`src/rom_pkg.sv`:
```
package rom_pkg;

// SDRAM geometry
localparam int SDRAM_AW  = 22;    // Word address width
localparam int NUM_SLOTS = 3;

// Region start of each consumer, in 16-bit words
localparam logic [SDRAM_AW-1:0] MAIN_OFFSET = 22'h000000;
localparam logic [SDRAM_AW-1:0] SND_OFFSET  = 22'h040000;
localparam logic [SDRAM_AW-1:0] GFX_OFFSET  = 22'h080000;

// Lower value wins arbitration
typedef enum logic [1:0] {
    SLOT_GFX  = 2'd0,
    SLOT_SND  = 2'd1,
    SLOT_MAIN = 2'd2
} slot_e;

typedef enum logic [1:0] {
    ARB_IDLE = 2'd0,
    ARB_REQ  = 2'd1,    // sdram_req high, waiting for ack
    ARB_WAIT = 2'd2     // Acked, waiting for data_rdy
} arb_state_e;

// Slot to arbiter
typedef struct packed {
    logic                pending;
    logic [SDRAM_AW-1:0] addr;    // Relative to the slot region
} slot_req_t;

// Arbiter to all slots, each one filters on the tag
typedef struct packed {
    logic        fill;
    slot_e       slot;
    logic [15:0] data;
} slot_rsp_t;

endpackage

```
`src/rom_slot.sv`:
```
module rom_slot #(
    parameter int AW = 18,
    parameter int DW = 16     // 8 or 16
) (
    input  logic               clk,
    input  logic               arst_n,
    input  logic               cs,
    input  logic [AW-1:0]      addr,
    output logic               ok,
    output logic [DW-1:0]      data,
    input  rom_pkg::slot_e     my_slot,
    output rom_pkg::slot_req_t req,
    input  rom_pkg::slot_rsp_t rsp
);

logic [rom_pkg::SDRAM_AW-1:0] word_addr;   // Consumer address in words
logic [rom_pkg::SDRAM_AW-1:0] tag;         // Word address of the cached data
logic [15:0]                  cache_data;
logic                         valid;
logic                         pending;
logic                         fill_mine;
logic                         start_miss;

if (DW == 8) begin : g_byte
    assign word_addr = {{(rom_pkg::SDRAM_AW - AW + 1){1'b0}}, addr[AW-1:1]};
    // Bytes were swapped on download, even address sits in the upper half
    assign data = addr[0] ? cache_data[7:0] : cache_data[15:8];
end else begin : g_word
    assign word_addr = {{(rom_pkg::SDRAM_AW - AW){1'b0}}, addr};
    assign data = cache_data;
end

assign ok         = cs && valid && (tag == word_addr);
assign fill_mine  = rsp.fill && (rsp.slot == my_slot);
assign start_miss = cs && !ok && !pending;

assign req = '{pending: pending, addr: tag};

always_ff @(posedge clk or negedge arst_n) begin
    if (!arst_n) begin
        valid   <= 1'b0;
        pending <= 1'b0;
    end else if (fill_mine) begin
        valid   <= 1'b1;
        pending <= 1'b0;
    end else if (start_miss) begin
        valid   <= 1'b0;    // Old word gets replaced
        pending <= 1'b1;
    end
end

// Tag doubles as the request address while pending
always_ff @(posedge clk) begin
    if (start_miss) begin
        tag <= word_addr;
    end
    if (fill_mine) begin
        cache_data <= rsp.data;
    end
end

endmodule

```
`src/rom_arbiter.sv`:
```
module rom_arbiter (
    input  logic                         clk,
    input  logic                         arst_n,
    input  logic                         downloading,
    input  rom_pkg::slot_req_t           reqs [rom_pkg::NUM_SLOTS],
    output rom_pkg::slot_rsp_t           rsp,
    output logic                         sdram_req,
    output logic [rom_pkg::SDRAM_AW-1:0] sdram_addr,
    input  logic                         sdram_ack,
    input  logic                         data_rdy,
    input  logic [15:0]                  data_read
);

rom_pkg::arb_state_e          state;
rom_pkg::slot_e               grant;        // Slot being served
rom_pkg::slot_e               pick;
logic                         any_pending;
logic                         start;
logic [rom_pkg::SDRAM_AW-1:0] pick_offset;

// Scan from the top so the lowest pending index is kept
always_comb begin
    any_pending = 1'b0;
    pick        = rom_pkg::SLOT_GFX;
    for (int i = rom_pkg::NUM_SLOTS - 1; i >= 0; i--) begin
        if (reqs[i].pending) begin
            any_pending = 1'b1;
            pick        = rom_pkg::slot_e'(i);
        end
    end
end

always_comb begin
    case (pick)
        rom_pkg::SLOT_GFX: pick_offset = rom_pkg::GFX_OFFSET;
        rom_pkg::SLOT_SND: pick_offset = rom_pkg::SND_OFFSET;
        default:           pick_offset = rom_pkg::MAIN_OFFSET;
    endcase
end

// Download owns the SDRAM, hold everything back
assign start = (state == rom_pkg::ARB_IDLE) && !downloading && any_pending;

always_ff @(posedge clk or negedge arst_n) begin
    if (!arst_n) begin
        state     <= rom_pkg::ARB_IDLE;
        sdram_req <= 1'b0;
    end else begin
        case (state)
            rom_pkg::ARB_IDLE: begin
                if (start) begin
                    sdram_req <= 1'b1;
                    state     <= rom_pkg::ARB_REQ;
                end
            end
            rom_pkg::ARB_REQ: begin
                if (sdram_ack) begin
                    sdram_req <= 1'b0;
                    state     <= rom_pkg::ARB_WAIT;
                end
            end
            rom_pkg::ARB_WAIT: begin
                if (data_rdy) begin
                    state <= rom_pkg::ARB_IDLE;
                end
            end
            default: state <= rom_pkg::ARB_IDLE;
        endcase
    end
end

always_ff @(posedge clk) begin
    if (start) begin
        grant      <= pick;
        sdram_addr <= pick_offset + reqs[pick].addr;   // Absolute word address
    end
end

// Fill goes to every slot, only the granted one takes it
assign rsp = '{
    fill: (state == rom_pkg::ARB_WAIT) && data_rdy,
    slot: grant,
    data: data_read
};

endmodule

```
`src/rom_dwnld.sv`:
```
module rom_dwnld (
    input  logic                         clk,
    input  logic                         arst_n,
    input  logic                         downloading,
    input  logic [24:0]                  ioctl_addr,
    input  logic [7:0]                   ioctl_dout,
    input  logic                         ioctl_wr,
    input  logic                         sdram_ack,
    output logic [rom_pkg::SDRAM_AW-1:0] prog_addr,
    output logic [7:0]                   prog_data,
    output logic [1:0]                   prog_mask,    // Active low
    output logic                         prog_we
);

logic byte_wr;

assign byte_wr = downloading && ioctl_wr;

always_ff @(posedge clk or negedge arst_n) begin
    if (!arst_n) begin
        prog_we <= 1'b0;
    end else if (byte_wr) begin
        prog_we <= 1'b1;
    end else if (sdram_ack) begin
        prog_we <= 1'b0;     // Write taken by the SDRAM
    end
end

always_ff @(posedge clk) begin
    if (byte_wr) begin
        prog_addr <= ioctl_addr[rom_pkg::SDRAM_AW:1];
        prog_data <= ioctl_dout;
        // Even byte goes to the upper half
        prog_mask <= ioctl_addr[0] ? 2'b10 : 2'b01;
    end
end

endmodule

```
`src/game_rom_top.sv`:
```
module game_rom_top (
    input  logic                         clk,
    input  logic                         arst_n,
    // Graphics fetcher
    input  logic                         gfx_cs,
    input  logic [17:0]                  gfx_addr,
    output logic                         gfx_ok,
    output logic [15:0]                  gfx_data,
    // Sound CPU
    input  logic                         snd_cs,
    input  logic [14:0]                  snd_addr,
    output logic                         snd_ok,
    output logic [7:0]                   snd_data,
    // Main CPU
    input  logic                         main_cs,
    input  logic [17:0]                  main_addr,
    output logic                         main_ok,
    output logic [7:0]                   main_data,
    // ROM load
    input  logic                         downloading,
    input  logic [24:0]                  ioctl_addr,
    input  logic [7:0]                   ioctl_dout,
    input  logic                         ioctl_wr,
    output logic [rom_pkg::SDRAM_AW-1:0] prog_addr,
    output logic [7:0]                   prog_data,
    output logic [1:0]                   prog_mask,
    output logic                         prog_we,
    // SDRAM
    output logic                         sdram_req,
    output logic [rom_pkg::SDRAM_AW-1:0] sdram_addr,
    input  logic                         sdram_ack,
    input  logic                         data_rdy,
    input  logic [15:0]                  data_read
);

rom_pkg::slot_req_t reqs [rom_pkg::NUM_SLOTS];
rom_pkg::slot_rsp_t rsp;

rom_slot #(.AW(18), .DW(16)) u_gfx (
    .clk     ( clk                          ),
    .arst_n  ( arst_n                       ),
    .cs      ( gfx_cs                       ),
    .addr    ( gfx_addr                     ),
    .ok      ( gfx_ok                       ),
    .data    ( gfx_data                     ),
    .my_slot ( rom_pkg::SLOT_GFX            ),
    .req     ( reqs[rom_pkg::SLOT_GFX]      ),
    .rsp     ( rsp                          )
);

rom_slot #(.AW(15), .DW(8)) u_snd (
    .clk     ( clk                          ),
    .arst_n  ( arst_n                       ),
    .cs      ( snd_cs                       ),
    .addr    ( snd_addr                     ),
    .ok      ( snd_ok                       ),
    .data    ( snd_data                     ),
    .my_slot ( rom_pkg::SLOT_SND            ),
    .req     ( reqs[rom_pkg::SLOT_SND]      ),
    .rsp     ( rsp                          )
);

rom_slot #(.AW(18), .DW(8)) u_main (
    .clk     ( clk                          ),
    .arst_n  ( arst_n                       ),
    .cs      ( main_cs                      ),
    .addr    ( main_addr                    ),
    .ok      ( main_ok                      ),
    .data    ( main_data                    ),
    .my_slot ( rom_pkg::SLOT_MAIN           ),
    .req     ( reqs[rom_pkg::SLOT_MAIN]     ),
    .rsp     ( rsp                          )
);

// Ack is shared, download and reads never overlap
rom_arbiter u_arbiter (
    .clk         ( clk          ),
    .arst_n      ( arst_n       ),
    .downloading ( downloading  ),
    .reqs        ( reqs         ),
    .rsp         ( rsp          ),
    .sdram_req   ( sdram_req    ),
    .sdram_addr  ( sdram_addr   ),
    .sdram_ack   ( sdram_ack    ),
    .data_rdy    ( data_rdy     ),
    .data_read   ( data_read    )
);

rom_dwnld u_dwnld (
    .clk         ( clk          ),
    .arst_n      ( arst_n       ),
    .downloading ( downloading  ),
    .ioctl_addr  ( ioctl_addr   ),
    .ioctl_dout  ( ioctl_dout   ),
    .ioctl_wr    ( ioctl_wr     ),
    .sdram_ack   ( sdram_ack    ),
    .prog_addr   ( prog_addr    ),
    .prog_data   ( prog_data    ),
    .prog_mask   ( prog_mask    ),    // Active low
    .prog_we     ( prog_we      )
);

endmodule

```
`config.mk`:
```
export PLATFORM = sky130hd
export DESIGN_NAME = game_rom_top
export DESIGN_NICKNAME = d
export VERILOG_FILES = /design/src/rom_pkg.sv /design/src/rom_slot.sv /design/src/rom_arbiter.sv /design/src/rom_dwnld.sv /design/src/game_rom_top.sv
export SDC_FILE = /design/constraint.sdc
export NUM_CORES = 1
export LEC_CHECK = 0
export BUFFER_PORTS_ARGS = -buffer_cell sky130_fd_sc_hd__buf_4
export CELL_PAD_IN_SITES_DETAIL_PLACEMENT = 1
export CELL_PAD_IN_SITES_GLOBAL_PLACEMENT = 1
export CORE_MARGIN = 2
export CORE_UTILIZATION = 43
export CTS_BUF_LIST = sky130_fd_sc_hd__clkbuf_4 sky130_fd_sc_hd__clkbuf_8
export DETAILED_ROUTE_END_ITERATION = 16
export PLACE_DENSITY = 0.79
export SYNTH_ARGS = -nofsm -noshare
export SYNTH_HDL_FRONTEND = slang
export SYNTH_SLANG_ARGS = --single-unit
```
`constraint.sdc`:
```
create_clock -name clk -period 3.05 [get_ports clk]
set_input_delay 0.1525 -clock clk [delete_from_list [all_inputs] [get_ports clk]]
set_output_delay 0.1525 -clock clk [all_outputs]
set_load 0.05 [all_outputs]
```
After elaboration in Yosys (flattened, before gate mapping)

Index checks and enable logic that the tools add are counted.

Register bits: 163
Input port bits: 109

Eq/ne operators: 11
Magnitude comparators: 1
Bitwise gates (word level): 1
Mux-type cells: 33
Add/sub/neg operators: 1
Reductions and logical operators: 36

Operators with widths:

| cell                                                 | number |
|---|---|
| binary-select mux 23 bit (select 2 bit)              | 1 |
| 2-to-1 mux 22 bit                                    | 2 |
| case mux 20 bit (2 select lines)                     | 1 |
| adder 20 x 22 -> 22 bit                              | 1 |
| logical AND 1 bit                                    | 19 |
| equality test 18 bit                                 | 1 |
| 2-to-1 mux 1 bit                                     | 18 |
| equality test 17 bit                                 | 1 |
| 2-to-1 mux 8 bit                                     | 2 |
| equality test 14 bit                                 | 1 |
| 2-to-1 mux 2 bit                                     | 7 |
| nonzero test 2 bit                                   | 5 |
| zero test 1 bit                                      | 7 |
| equality test 2 x 1 -> 1 bit (second input constant) | 3 |
| zero test 2 bit                                      | 3 |
| case mux 2 bit (3 select lines)                      | 1 |
| AND reduction 3 bit                                  | 2 |
| equality test 2 bit (second input constant)          | 2 |
| != test 2 bit (second input constant)                | 2 |
| >= comparator 3 bit (second input constant)          | 1 |
| inverter 2 -> 3 bit                                  | 1 |
| != test 2 x 1 -> 1 bit (second input constant)       | 1 |
| case mux 1 bit (2 select lines)                      | 1 |

Logic depth before layout (Yosys ltp)

Depth after elaboration: 8
Gate-level depth with buffers: 5
Gate-level depth less buffers: 4

Modules after synthesis

A second synthesis with hierarchy kept.

Cell total of the unflattened synthesis: 443
Area, all modules: 6862.8 um^2

Modules (own cells, without submodules):

| module            | times used | area an instance (um^2) | cells each | seq. area each (um^2) |
|---|---|---|---|---|
| rom_arbiter       | 1          | 1535.2                  | 141        | 795.8 |
| rom_slot (u_main) | 1          | 1506.4                  | 93         | 1041.0 |
| rom_slot (u_gfx)  | 1          | 1427.6                  | 84         | 1071.0 |
| rom_slot (u_snd)  | 1          | 1376.3                  | 86         | 950.9 |
| rom_dwnld         | 1          | 1009.7                  | 37         | 985.9 |
| game_rom_top      | 1          | 7.5                     | 2          | 0.0 |

Least setup slack after synthesis

No wires, ideal clock.

Kind: register -> output
From: register u_main.tag[13] (netlist name)
To: output port main_ok
Data arrival time: 2.477 ns
Path slack: 0.420 ns
Cell stages (with the launch flop): 5
Data required time: 2.897 ns
Path through: edfxtp_1 xor2_1 nor4_1 nand3_1 nor4_1

Longest elaborated chain between the ends: 2

RTL lines:

| element                | RTL line           | text |
|---|---|---|
| from (decl)            | rom_slot.sv:17     | `logic [rom_pkg::SDRAM_AW-1:0] tag;` |
| from (signal assigned) | rom_slot.sv:55     | `tag <= word_addr;` |
| equality test 17 bit   | rom_slot.sv:33     | `assign ok = cs && valid && (tag == word_addr);` |
| logical AND 1 bit      | rom_slot.sv:33     |  |
| to (decl)              | game_rom_top.sv:17 | `output logic main_ok,` |

No other way between the ends.

Final worst setup path

From: register u_main.tag[11] (netlist name)
To: output port main_ok

Same word-level chain as after synthesis.

==> flow_summary.yaml <==
run_status:
  status: "completed"
logic_synthesis:
  ys_ff_latch: 160
  synth_async_sr_flop_share_pct: 6.250
  yosysWarnings: 0
  synth-edff-count: 150
  synth_seq_area_share_pct: 75.88
  syn-cell-area_sq_mm: 0.006266
  ys_types: 45
  synth_area_per_cell_sq_um: 16.75
  synth-main-ff-cell: "edfxtp_1"
  syn_inst: 374
routing:
  drt-total-wl_mm: 20.50
  vias_per_cell: 5.209
  via_count: 4620
  wl_per_cell_microns: 23.11
  firstDrtPassIters: 4
  drtIter0Drc: 308
  ant_nets: 0
  drcViolationCount: 0
min_path:
  holdPathEnd: "u_dwnld.prog_we$_DFFE_PN0P_"
  hold_depth: 3
  hold_start: "ioctl_wr"
  worstHoldPathType: "in2reg"
grt:
  grt_use_total_pct: 26.60
  grt_pass1_vias: 5091
  antenna_found_initial: 0
  grt_max_degree: 35
  grt_overflow: 0
  grt_pass1_wl_mm: 30.82
clocking:
  clkTransAtPathRegs_ns: 0.08
  cts_resized: 0
  cts_root_buf: "clkbuf_8"
  max-clock-path-buffers: 2
  cts_buffers: 17
  clkSinkCount: 160
  htreeDepth: 4
  cts_tree: "yes"
  clock_latency_ns: 0.45
critical_path:
  required_ns: 2.90
  critPathLaunchType: "register"
  r2r-end: "u_snd.tag[0]$_DFFE_PP_"
  crit_arrival_ns: 2.25
  reg2reg_depth: 5
  critPathCaptureType: "output port"
  cp_max_fo: 2
  worstSetupPathType: "reg2out"
  rrSetupSlack_ns: 0.87
  rr_startpoint: "u_snd.tag[12]$_DFFE_PP_"
sta:
  layout_min_cycle_time_ns: 2.400
  fin_hold_ws_ns: 0.05365
  tns_ns: 0
  worstMarginPinSlew_ns: 0.8553
  finalSetupViolations: 0
  fin_ws_ns: 0.6498
  fin_skew_ns: 0.01797
  layout_worst_path_cycle_share_pct: 78.69
  slew_headroom_pct: 42.98
  rsz0062_at_grt: "no"
  slew_viol_final: 0
  final-hold-violation-count: 0
  fmax_mhz: 416.6
place:
  io_buffers: 195
  gp_congestion: 0.8151
  dpl.hpwl_mm: 12.38
  place_ws_ns: 0.9572
die:
  die-area_sq_mm: 0.01555
  die_h_microns: 124.7
  rows: 44
  num_io_pins: 200
  die_x_microns: 124.7
  start_util_pct: 43.61
  core_sq_mm: 0.01437
cells_and_area:
  syn_to_final_growth_pct: 50.34
  nFillCells: 1342
  diodes: 0
  drive_above_1_share_pct: 36.98
  layout.nets: 799
power_and_ir_drop:
  leakagePower_nw: 3.710
  power_density_mw_per_mm2: 592.9
  irDropWorstVdd_uv: 281.5
flow_run:
  max_cap_viol_count: 0
cell families (layout without fill, tap and decap cells):
kind of cell / after synthesis / in the layout / share of synthesized area [%]
flip-flops: 160 / 160 / 75.88
AND/OR/NAND/NOR: 87 / 87 / 7.987
XOR/XNOR: 49 / 49 / 6.849
AO/OA/AOI/OAI: 31 / 31 / 2.936
multiplexers: 30 / 30 / 5.112
buffers and inverters: 16 / 344 / 1.178
other: 1 / 2 / 0.05985
metrics by stage:
| step | cells | power (mW) | util, % | instance area [sq um] |
|---|---|---|---|---|
| global placement | 753 | 3.832 | 55.68 | 8000 |
| global route | 887 | 5.767 | 65.56 | 9420 |
| floorplan | 375 | 3.425 | - | 6270 |
| finish | 887 | 5.585 | 65.56 | 9420 |
| CTS | 887 | 5.549 | 65.56 | 9420 |
| detailed placement | 753 | 3.871 | 55.68 | 8000 |
flip-flops by register name, indices dropped and copies added (netlist names):
register	count
u_snd.valid	1
u_gfx.tag	18
u_dwnld.prog_data	8
u_snd.pending	1
u_main.tag	17
u_arbiter.state	2
u_snd.tag	14
u_dwnld.prog_we	1
u_arbiter.sdram_addr	19
u_dwnld.prog_addr	22
u_gfx.data	16
u_snd.cache_data	16
u_arbiter.grant	2
u_main.cache_data	16
u_gfx.pending	1
u_dwnld.prog_mask	2
u_main.valid	1
u_arbiter.sdram_req	1
u_gfx.valid	1
u_main.pending	1
synthesized netlist by cell type, types with 2 or more instances:
| cell type | number | area, sq um |
|---|---|---|
| nor2_1 | 7 | 26.28 |
| xnor2_1 | 16 | 140.1 |
| nand2_1 | 28 | 105.1 |
| nand3_1 | 2 | 10.01 |
| nand4_1 | 4 | 25.02 |
| nand3b_1 | 2 | 15.01 |
| nor3_1 | 6 | 30.03 |
| nand2b_1 | 5 | 31.28 |
| buf_4 | 3 | 22.52 |
| mux2_2 | 16 | 180.2 |
| buf_2 | 2 | 10.01 |
| dfrtp_1 | 10 | 250.2 |
| mux2i_1 | 14 | 140.1 |
| inv_1 | 6 | 22.52 |
| nor4_1 | 14 | 87.58 |
| and2_1 | 2 | 12.51 |
| or4_1 | 3 | 22.52 |
| and3_1 | 2 | 12.51 |
| xor2_1 | 33 | 289.0 |
| clkbuf_1 | 5 | 18.77 |
| nor3b_1 | 2 | 15.01 |
| o21ai_0 | 19 | 95.09 |
| a21oi_1 | 2 | 10.01 |
| edfxtp_1 | 150 | 4504 |
per-layer routing:
| layer | share of wire, % | wire length [microns] | track usage (%) |
|---|---|---|---|
| met2 | 53 | 10780 | 47.64 |
| met1 | 38 | 7867 | 31.32 |
| met3 | 6.4 | 1315 | 6.100 |
| met5 | 0 | 0 | 0 |
| met4 | 2.6 | 536 | 9.451 |
worst max-delay path, stage by stage, from the launching register on:
cell and delay [ns]:
edfxtp_1 0.41, xor2_1 0.21, nor4_1 0.32, nand3_1 0.14
nor4_1 0.44, buf_4 0.28
how the worst max path moves through the flow:
| stage | to | startpoint | slack (ns) |
|---|---|---|---|
| after floorplan | main_ok | u_main.tag[13]$_DFFE_PP_ | 0.42 |
| after global placement | u_snd.tag[11]$_DFFE_PP_ | u_snd.tag[12]$_DFFE_PP_ | 1.02 |
| after detailed placement | u_snd.tag[11]$_DFFE_PP_ | u_snd.tag[12]$_DFFE_PP_ | 0.96 |
| after CTS | main_ok | u_main.tag[11]$_DFFE_PP_ | 0.58 |
| after global routing | main_ok | u_main.tag[16]$_DFFE_PP_ | 0.56 |
| final | main_ok | u_main.tag[11]$_DFFE_PP_ | 0.65 |
report_power, final:
group | total [mW] | leakage (nW) | internal [mW] | switching, mW
clock network | 1.62 | 0.207 | 0.828 | 0.794
logic | 1.23 | 2.02 | 0.448 | 0.781
registers | 2.73 | 1.48 | 2.63 | 0.103
area by class of cell:
cell class | count | area, sq um | share of cell area, %
inverter | 6 | 22.52 | 0.2391
multi-input combinational | 199 | 1461 | 15.51
clock inverter | 12 | 142.6 | 1.514
sequential | 160 | 4755 | 50.47
clock buffer | 20 | 256.5 | 2.723
tap | 184 | 230.2 | 2.444
timing repair buffer | 306 | 2552 | 27.10
repair_timing:
action                    in CTS  in global routing
hold endpoints to repair     145                  0
buffers inserted               0                  0
hold buffers                 102                  0
cell usage in the layout (no fill, tap or decap), drive strengths merged, types with 6 or more instances in the layout:
cell         netlist  layout
buf                5     204
edfxtp           150     150
dlygate4sd3        0     102
xor2              33      33
nand2             28      28
clkbuf             5      20
o21ai             19      19
mux2              16      16
xnor2             16      16
nor4              15      15
mux2i             14      14
dfrtp             10      10
clkinv             0       9
nor2               7       7
inv                6       6
nor3               6       6
(Power assumes the default switching activity.)
